--- src/qm_depth_pkg.sv ---
// ====================
// shared sizes and types for the queue depth subsystem
// import it with a wildcard import in each module header
// ====================

package qm_depth_pkg;

	// ====================
	// sizes
	// ====================

	localparam int qid_nbits = 4;
	localparam int num_queues = 16;
	// depth counts wrap modulo 256, there is no saturation
	localparam int depth_nbits = 8;

	localparam int enq_fifo_depth = 4;
	localparam int enq_ptr_nbits = $clog2(enq_fifo_depth);
	localparam int enq_cnt_nbits = $clog2(enq_fifo_depth + 1);

	// address bit 4 picks the status word, low bits pick a queue
	localparam int wb_adr_nbits = 5;
	localparam int wb_dat_nbits = 8;

	// ====================
	// request and event types
	// ====================

	typedef struct packed {
		logic valid;
		logic [qid_nbits-1:0] qid;
	} qm_req_t;

	typedef struct packed {
		logic ack;
		logic [qid_nbits-1:0] qid;
		logic to_empty;
	} qm_enq_evt_t;

	typedef struct packed {
		logic ack;
		logic [qid_nbits-1:0] qid;
		logic from_emptyp2;
	} qm_deq_evt_t;

	typedef struct packed {
		logic en;
		logic [qid_nbits-1:0] addr;
		logic [depth_nbits-1:0] data;
	} ram_wr_t;

	// ====================
	// wishbone classic
	// ====================

	typedef struct packed {
		logic cyc;
		logic stb;
		logic we;
		logic [wb_adr_nbits-1:0] adr;
		logic [wb_dat_nbits-1:0] dat;
	} wb_m2s_t;

	typedef struct packed {
		logic ack;
		logic [wb_dat_nbits-1:0] dat;
	} wb_s2m_t;

endpackage

--- src/qm_depth_init_fsm.sv ---
// ====================
// clears every depth entry once after reset
// drives its own RAM write request and raises ready when the sweep is over
// ====================

module qm_depth_init_fsm import qm_depth_pkg::*; (
	input logic clk,
	input logic rst_n,
	output ram_wr_t init_wr,
	output logic ready
);

	typedef enum logic [1:0] {
		st_idle,
		st_sweep,
		st_done
	} init_state_t;

	init_state_t state;
	init_state_t state_nxt;
	logic [qid_nbits-1:0] sweep_addr;
	logic sweep_last;

	assign sweep_last = (sweep_addr == qid_nbits'(num_queues - 1));

	// ====================
	// next state
	// ====================

	always_comb begin
		state_nxt = state;
		case (state)
			st_idle: state_nxt = st_sweep;
			st_sweep: begin
				if (sweep_last) begin
					state_nxt = st_done;
				end
			end
			st_done: state_nxt = st_done;
			default: state_nxt = st_idle;
		endcase
	end

	// ====================
	// state, counter and ready
	// ====================

	always_ff @(posedge clk or negedge rst_n) begin
		if (!rst_n) begin
			state <= st_idle;
			sweep_addr <= '0;
			ready <= 1'b0;
		end else begin
			state <= state_nxt;
			if (state == st_sweep) begin
				sweep_addr <= sweep_addr + 1'b1;
			end
			// ready follows done by one cycle, so the last clear has landed
			ready <= (state == st_done);
		end
	end

	// one zero write per cycle while sweeping
	assign init_wr.en = (state == st_sweep);
	assign init_wr.addr = sweep_addr;
	assign init_wr.data = '0;

endmodule

--- src/qm_enq_latency_fifo.sv ---
// ====================
// small FIFO that holds enqueue requests until the pipeline has a free slot
// the head shows the oldest entry, a push into a full FIFO is lost
// ====================

module qm_enq_latency_fifo import qm_depth_pkg::*; (
	input logic clk,
	input logic rst_n,
	input qm_req_t push,
	input logic pop,
	output qm_req_t head,
	output logic overflow
);

	logic [qid_nbits-1:0] mem [enq_fifo_depth];
	logic [enq_ptr_nbits-1:0] wr_ptr;
	logic [enq_ptr_nbits-1:0] rd_ptr;
	logic [enq_cnt_nbits-1:0] count;
	logic full;
	logic empty;
	logic do_push;
	logic do_pop;

	assign full = (count == enq_cnt_nbits'(enq_fifo_depth));
	assign empty = (count == '0);
	// a full FIFO drops the push even when a pop happens in the same cycle
	assign do_push = push.valid && !full;
	assign do_pop = pop && !empty;

	always_ff @(posedge clk or negedge rst_n) begin
		if (!rst_n) begin
			wr_ptr <= '0;
			rd_ptr <= '0;
			count <= '0;
			overflow <= 1'b0;
		end else begin
			if (do_push) begin
				wr_ptr <= wr_ptr + 1'b1;
			end
			if (do_pop) begin
				rd_ptr <= rd_ptr + 1'b1;
			end
			case ({do_push, do_pop})
				2'b10: count <= count + 1'b1;
				2'b01: count <= count - 1'b1;
				default: count <= count;
			endcase
			overflow <= push.valid && full;
		end
	end

	always_ff @(posedge clk) begin
		if (do_push) begin
			mem[wr_ptr] <= push.qid;
		end
	end

	assign head.valid = !empty;
	assign head.qid = mem[rd_ptr];

endmodule

--- src/qm_depth_ram.sv ---
// ====================
// depth storage, one write port and two registered read ports
// the pipeline reads one port, the host the other
// ====================

module qm_depth_ram import qm_depth_pkg::*; (
	input logic clk,
	input ram_wr_t wr,
	input logic [qid_nbits-1:0] raddr,
	output logic [depth_nbits-1:0] rdata,
	input logic [qid_nbits-1:0] host_raddr,
	output logic [depth_nbits-1:0] host_rdata
);

	logic [depth_nbits-1:0] mem [num_queues];

	// contents are defined by the sweep after reset
	always_ff @(posedge clk) begin
		if (wr.en) begin
			mem[wr.addr] <= wr.data;
		end
	end

	// a read in the same cycle as a write to that entry returns the old value
	always_ff @(posedge clk) begin
		rdata <= mem[raddr];
	end

	always_ff @(posedge clk) begin
		host_rdata <= mem[host_raddr];
	end

endmodule

--- src/qm_depth_update.sv ---
// ====================
// three stage read-modify-write of the depth counts with forwarding
// dequeues win stage 1, enqueues come from the latency FIFO
// ====================

module qm_depth_update import qm_depth_pkg::*; (
	input logic clk,
	input logic rst_n,
	input qm_req_t enq,
	input qm_req_t deq,
	output qm_req_t fifo_push,
	output logic fifo_pop,
	input qm_req_t fifo_head,
	output logic [qid_nbits-1:0] ram_raddr,
	input logic [depth_nbits-1:0] ram_rdata,
	output ram_wr_t ram_wr,
	output qm_enq_evt_t enq_evt,
	output qm_deq_evt_t deq_evt
);

	logic enq_d1_valid;
	logic [qid_nbits-1:0] enq_d1_qid;

	logic s1_valid;
	logic [qid_nbits-1:0] s1_qid;

	logic s2_valid;
	logic s2_is_deq;
	logic [qid_nbits-1:0] s2_qid;

	logic s3_valid;
	logic s3_is_deq;
	logic [qid_nbits-1:0] s3_qid;
	logic [depth_nbits-1:0] s3_depth;
	logic s3_flag;

	logic s4_valid;
	logic [qid_nbits-1:0] s4_qid;
	logic [depth_nbits-1:0] s4_depth;

	logic hit_s3;
	logic hit_s4;
	logic [depth_nbits-1:0] old_depth;
	logic [depth_nbits-1:0] new_depth;
	logic flag;

	// enqueues enter the FIFO one cycle after the request
	assign fifo_push = '{valid: enq_d1_valid, qid: enq_d1_qid};

	// ====================
	// stage 1: arbitration and RAM read
	// ====================

	assign s1_valid = deq.valid || fifo_head.valid;
	assign s1_qid = deq.valid ? deq.qid : fifo_head.qid;
	assign fifo_pop = fifo_head.valid && !deq.valid;
	assign ram_raddr = s1_qid;

	// ====================
	// stage 2: forwarding and new depth
	// ====================

	// stage 3 is written at the end of this cycle, stage 4 was written one cycle ago
	// and the RAM read that went with this operation missed both
	assign hit_s3 = s3_valid && (s3_qid == s2_qid);
	assign hit_s4 = s4_valid && (s4_qid == s2_qid);

	always_comb begin
		if (hit_s3) begin
			old_depth = s3_depth;
		end else if (hit_s4) begin
			old_depth = s4_depth;
		end else begin
			old_depth = ram_rdata;
		end
	end

	assign new_depth = s2_is_deq ? old_depth - 1'b1 : old_depth + 1'b1;
	// from_emptyp2 for a dequeue, to_empty for an enqueue
	assign flag = s2_is_deq ? (old_depth > depth_nbits'(1)) : (old_depth == '0);

	always_ff @(posedge clk or negedge rst_n) begin
		if (!rst_n) begin
			enq_d1_valid <= 1'b0;
			s2_valid <= 1'b0;
			s3_valid <= 1'b0;
			s4_valid <= 1'b0;
		end else begin
			enq_d1_valid <= enq.valid;
			s2_valid <= s1_valid;
			s3_valid <= s2_valid;
			s4_valid <= s3_valid;
		end
	end

	always_ff @(posedge clk) begin
		enq_d1_qid <= enq.qid;
		s2_is_deq <= deq.valid;
		s2_qid <= s1_qid;
		s3_is_deq <= s2_is_deq;
		s3_qid <= s2_qid;
		s3_depth <= new_depth;
		s3_flag <= flag;
		s4_qid <= s3_qid;
		s4_depth <= s3_depth;
	end

	// ====================
	// stage 3: write back and events
	// ====================

	assign ram_wr = '{en: s3_valid, addr: s3_qid, data: s3_depth};
	assign enq_evt = '{ack: s3_valid && !s3_is_deq, qid: s3_qid, to_empty: s3_flag};
	assign deq_evt = '{ack: s3_valid && s3_is_deq, qid: s3_qid, from_emptyp2: s3_flag};

endmodule

--- src/qm_depth_wb_port.sv ---
// ====================
// wishbone classic slave for host depth reads and the status word
// keeps the sticky overflow flag, a status write with bit 0 set clears it
// ====================

module qm_depth_wb_port import qm_depth_pkg::*; (
	input logic clk,
	input logic rst_n,
	input wb_m2s_t wb_i,
	output wb_s2m_t wb_o,
	input logic ready,
	input logic overflow,
	output logic [qid_nbits-1:0] host_raddr,
	input logic [depth_nbits-1:0] host_rdata
);

	typedef enum logic [1:0] {
		wb_idle,
		wb_wait,
		wb_ack,
		wb_hold
	} wb_state_t;

	wb_state_t state;
	logic req;
	logic sel_status;
	logic clr_ovf;
	logic ovf_flag;
	logic [wb_dat_nbits-1:0] status_word;
	logic [wb_dat_nbits-1:0] rd_data;

	assign req = wb_i.cyc && wb_i.stb;
	assign sel_status = wb_i.adr[wb_adr_nbits-1];
	assign host_raddr = wb_i.adr[qid_nbits-1:0];
	assign status_word = {{(wb_dat_nbits - 2){1'b0}}, ready, ovf_flag};
	assign clr_ovf = (state == wb_wait) && wb_i.we && sel_status && wb_i.dat[0];

	// idle, one wait cycle for the RAM, one ack cycle, then hold until stb drops
	always_ff @(posedge clk or negedge rst_n) begin
		if (!rst_n) begin
			state <= wb_idle;
			ovf_flag <= 1'b0;
		end else begin
			case (state)
				wb_idle: state <= (req && ready) ? wb_wait : wb_idle;
				wb_wait: state <= req ? wb_ack : wb_idle;
				wb_ack: state <= wb_hold;
				default: state <= req ? wb_hold : wb_idle;
			endcase
			// a new overflow wins over a clear in the same cycle
			if (overflow) begin
				ovf_flag <= 1'b1;
			end else if (clr_ovf) begin
				ovf_flag <= 1'b0;
			end
		end
	end

	always_ff @(posedge clk) begin
		if (state == wb_wait) begin
			rd_data <= sel_status ? status_word : wb_dat_nbits'(host_rdata);
		end
	end

	assign wb_o = '{ack: (state == wb_ack), dat: rd_data};

endmodule

--- src/qm_depth_top.sv ---
// ====================
// queue depth subsystem, connects the sweep, FIFO, RAM, pipeline and host port
// callers give enqueue and dequeue notices only while ready is high
// ====================

module qm_depth_top import qm_depth_pkg::*; (
	input logic clk,
	input logic rst_n,
	input qm_req_t enq,
	input qm_req_t deq,
	output qm_enq_evt_t enq_evt,
	output qm_deq_evt_t deq_evt,
	input wb_m2s_t wb_i,
	output wb_s2m_t wb_o,
	output logic ready
);

	ram_wr_t init_wr;
	ram_wr_t upd_wr;
	ram_wr_t ram_wr;
	qm_req_t fifo_push;
	qm_req_t fifo_head;
	logic fifo_pop;
	logic overflow;
	logic [qid_nbits-1:0] ram_raddr;
	logic [depth_nbits-1:0] ram_rdata;
	logic [qid_nbits-1:0] host_raddr;
	logic [depth_nbits-1:0] host_rdata;

	// the sweep owns the write port while it runs
	assign ram_wr = init_wr.en ? init_wr : upd_wr;

	qm_depth_init_fsm u_init (
		.clk(clk),
		.rst_n(rst_n),
		.init_wr(init_wr),
		.ready(ready)
	);

	qm_enq_latency_fifo u_fifo (
		.clk(clk),
		.rst_n(rst_n),
		.push(fifo_push),
		.pop(fifo_pop),
		.head(fifo_head),
		.overflow(overflow)
	);

	qm_depth_ram u_ram (
		.clk(clk),
		.wr(ram_wr),
		.raddr(ram_raddr),
		.rdata(ram_rdata),
		.host_raddr(host_raddr),
		.host_rdata(host_rdata)
	);

	qm_depth_update u_update (
		.clk(clk),
		.rst_n(rst_n),
		.enq(enq),
		.deq(deq),
		.fifo_push(fifo_push),
		.fifo_pop(fifo_pop),
		.fifo_head(fifo_head),
		.ram_raddr(ram_raddr),
		.ram_rdata(ram_rdata),
		.ram_wr(upd_wr),
		.enq_evt(enq_evt),
		.deq_evt(deq_evt)
	);

	qm_depth_wb_port u_wb (
		.clk(clk),
		.rst_n(rst_n),
		.wb_i(wb_i),
		.wb_o(wb_o),
		.ready(ready),
		.overflow(overflow),
		.host_raddr(host_raddr),
		.host_rdata(host_rdata)
	);

endmodule

--- config.mk ---
export PLATFORM = sky130hd
export DESIGN_NAME = qm_depth_top
export DESIGN_NICKNAME = d
export VERILOG_FILES = /design/src/qm_depth_pkg.sv /design/src/qm_depth_init_fsm.sv /design/src/qm_enq_latency_fifo.sv /design/src/qm_depth_ram.sv /design/src/qm_depth_update.sv /design/src/qm_depth_wb_port.sv /design/src/qm_depth_top.sv
export SDC_FILE = /design/constraint.sdc
export NUM_CORES = 1
export LEC_CHECK = 0
export ABC_AREA = 1
export BUFFER_PORTS_ARGS = -buffer_cell sky130_fd_sc_hd__buf_4
export CAP_MARGIN = 20
export CORE_MARGIN = 2
export CORE_UTILIZATION = 35
export DETAILED_ROUTE_END_ITERATION = 10
export SYNTH_ARGS = -nofsm -noshare
export SYNTH_HDL_FRONTEND = slang
export SYNTH_SLANG_ARGS = --single-unit
--- constraint.sdc ---
create_clock -name clk -period 4.4 [get_ports clk]
set_input_delay 0.66 -clock clk [delete_from_list [all_inputs] [get_ports clk]]
set_output_delay 0.66 -clock clk [all_outputs]
set_load 0.1 [all_outputs]
==> metrics.yaml <==
synth-edff-count: 152
drive_above_1_share_pct: 11.5
grtUsageTotal_pct: 15.9
critPathBufInv: 2
relSlewSlack_pct: 34.4
wl_per_cell_um: 16.6
hold_buffers: 0
worstSetupStartpoint: "u_init.state[1]"
drt_iter0_markers: 736
max_stage_delay_ns: 0.72
cpLargestDelayFamily: "simple AND/OR/NAND/NOR gates"
crit_path_start_kind: "flip-flop"
nets: 1148
critical_path_class: "flip-flop to flip-flop"
finalSetupViolCount: 0
ys_seq_elements: 225
h-tree-depth: 1
portBuffers: 42
clock_skew_ns: 0.00970
wirelength_um: 25200
die_w_um: 178
synth_area_sq_um: 10500
drv_cap: 0
synth_top_area_cell: "edfxtp_1"
gpl.final_weighted_congestion: 0.871
tightestPinTransition_ns: 0.978
finalHoldViolations: 0
cts.clk_slew.worst_paths_ns: 0.06
path_cells: "inv_1, ha_1, clkinv_1, a21oi_1, nand3_1, nor2_1"
crit_path_end_kind: "flip-flop"
synth_top_area_share_pct: 43.3
vias_per_cell: 5.08
ctsResizeCount: 0
fp-row-count: 63
cts_buffers: 24
setup_ws_ns: 1.31
num_io_pins: 50
rsz0062_at_grt: "no"
postCtsSetupBuffers: 0
core-area_sq_um: 29600
dp_slack_ns: 1.28
grt_max_degree: 98
synth.area.top_cells: "edfxtp_1 43%, dfxtp_1 9.7%, nand2_1 7.5%, o211ai_1 5.4%, dfrtp_1 5.2%"
final_cells: 1516
post-route-period-util_pct: 70.3
final_cell_mix: "212 x nand2_1, 152 x edfxtp_1, 123 x inv_1"
die_h_um: 178
drv_slew: 0
power_leakage_nw: 4.88
tritoncts: "done"
synthArstFlopShare_pct: 9.78
required_ns: 4.54
dp_hpwl_um: 16900
antenna_found_initial: 0
synth-seq-area-share_pct: 58.2
cts_sinks: 225
yosys_warnings: 0
ctsRootBufferMaster: "clkbuf_16"
cp.arrival_ns: 3.23
cts_buffer_depth: 3
critPathSlowestCell: "nor2_1"
die_area_sq_um: 31500
gr-total-overflow: 0
dp.cells: 1472
postLayoutCellArea_sq_um: 11900
clock_latency_ns: 0.51
final_common_cell: "nand2_1"
finalCriticalPeriod_ns: 3.09
reg2reg_from: "u_init.state[1]"
hold_class: "primary input to asynchronous set/reset pin"
drc: 0
setup_tns_ns: 0
num_antenna_cells: 0
ys.flop_type: "edfxtp_1"
ant_nets: 0
ys_types: 39
grt_pass1_vias: 7416
grt_first_pass_wirelength_um: 38800
power.density_nw_per_um2: 689
vias: 7705
place_area_sq_um: 11200
area.growth.synth_to_final_pct: 12.9
firstDrtPassIters: 5
fmax_mhz: 323
status: "complete, no violations"
start_util_pct: 35.6
path_max_fanout: 16
syn-instance-count: 1092
synthesis.nets: 1132
ir_worst_vdd_v: 0.000448
synth_area_per_cell_sq_um: 9.65
[final cells by class]
type / instances / area, sq um
inverters: 129 / 487
flip-flops and latches: 225 / 6140
repair buffers: 57 / 457
clock buffers: 33 / 696
multi-input cells: 671 / 3590
fillers: 2943 / 17700
well taps: 390 / 488
clock inverters: 11 / 50.0
[final timing paths]
kind | end | slack (ns) | cells past startpoint
max | u_ram.mem[1][5] | 1.31 | 6
min | u_init.sweep_addr[1] | 0.03 | 1
min reg2reg | u_update.s3_valid | 0.35 | 0
min in group clk | u_update.enq_d1_qid[2] | 0.25 | 1
max in group asynchronous | u_update.s2_valid | 4.13 | 1
max reg2reg | u_ram.mem[1][5] | 1.31 | 6
[metal layers]
layer	track usage, %	share of wire, %
met4	6.76	4.0
met3	2.51	6.1
met1	19.9	43
met5	0	0
met2	27.2	47
[synthesized netlist by cell type (3+ instances only)]
cell	count
nand2_1	212
edfxtp_1	152
inv_1	123
nand3_1	82
o211ai_1	76
nor2_1	75
o21ai_0	63
a21oi_1	59
dfxtp_1	51
clkbuf_1	26
nand4_1	26
buf_2	25
dfrtp_1	22
buf_4	12
ha_1	11
o221ai_1	10
xor2_1	9
nand2_2	7
o21ai_1	7
nand2_4	4
nor2_2	4
buf_1	3
inv_2	3
nand3_2	3
nor2_4	3
o21ai_2	3
[logic make-up (layout without fill, tap and decap cells)]
family	count (synthesis)	after routing	share of synthesized area (%)
compound gates	227	227	13.4
flops	225	225	58.2
fa+ha+maj	12	12	1.50
simple gates	420	420	18.1
buf+inv	196	230	7.80
xor+xnor	12	12	1.07
[state kept, by name, summed over array words and instances (netlist names), 8 cells and up, named ones only]
signal / cells
u_ram.mem: 128
u_fifo.mem: 16
u_ram.host_rdata: 8
u_ram.rdata: 8
u_update.s3_depth: 8
u_update.s4_depth: 8
u_wb.rd_data: 8
[per-stage QoR]
stage | hold WS, ns | power, mW | util (%)
5_1_grt | 0.0366 | 8.68 | 40.2
4_1_cts | 0.0272 | 8.24 | 40.2
3_5_place_dp | 0.337 | 6.35 | 37.7
3_3_place_gp | 0.340 | 6.28 | 37.6
6_report | 0.0348 | 8.20 | 40.2
2_1_floorplan | 0.331 | 5.50 | -
[power breakdown]
| group | total [mW] | leakage, nW | internal, mW | switching (mW) |
|---|---|---|---|---|
| clock network | 1.89 | 0.375 | 1.10 | 0.793 |
| logic | 3.16 | 2.43 | 0.850 | 2.31 |
| registers | 3.14 | 2.08 | 2.92 | 0.215 |
(Power assumes the default switching activity.)
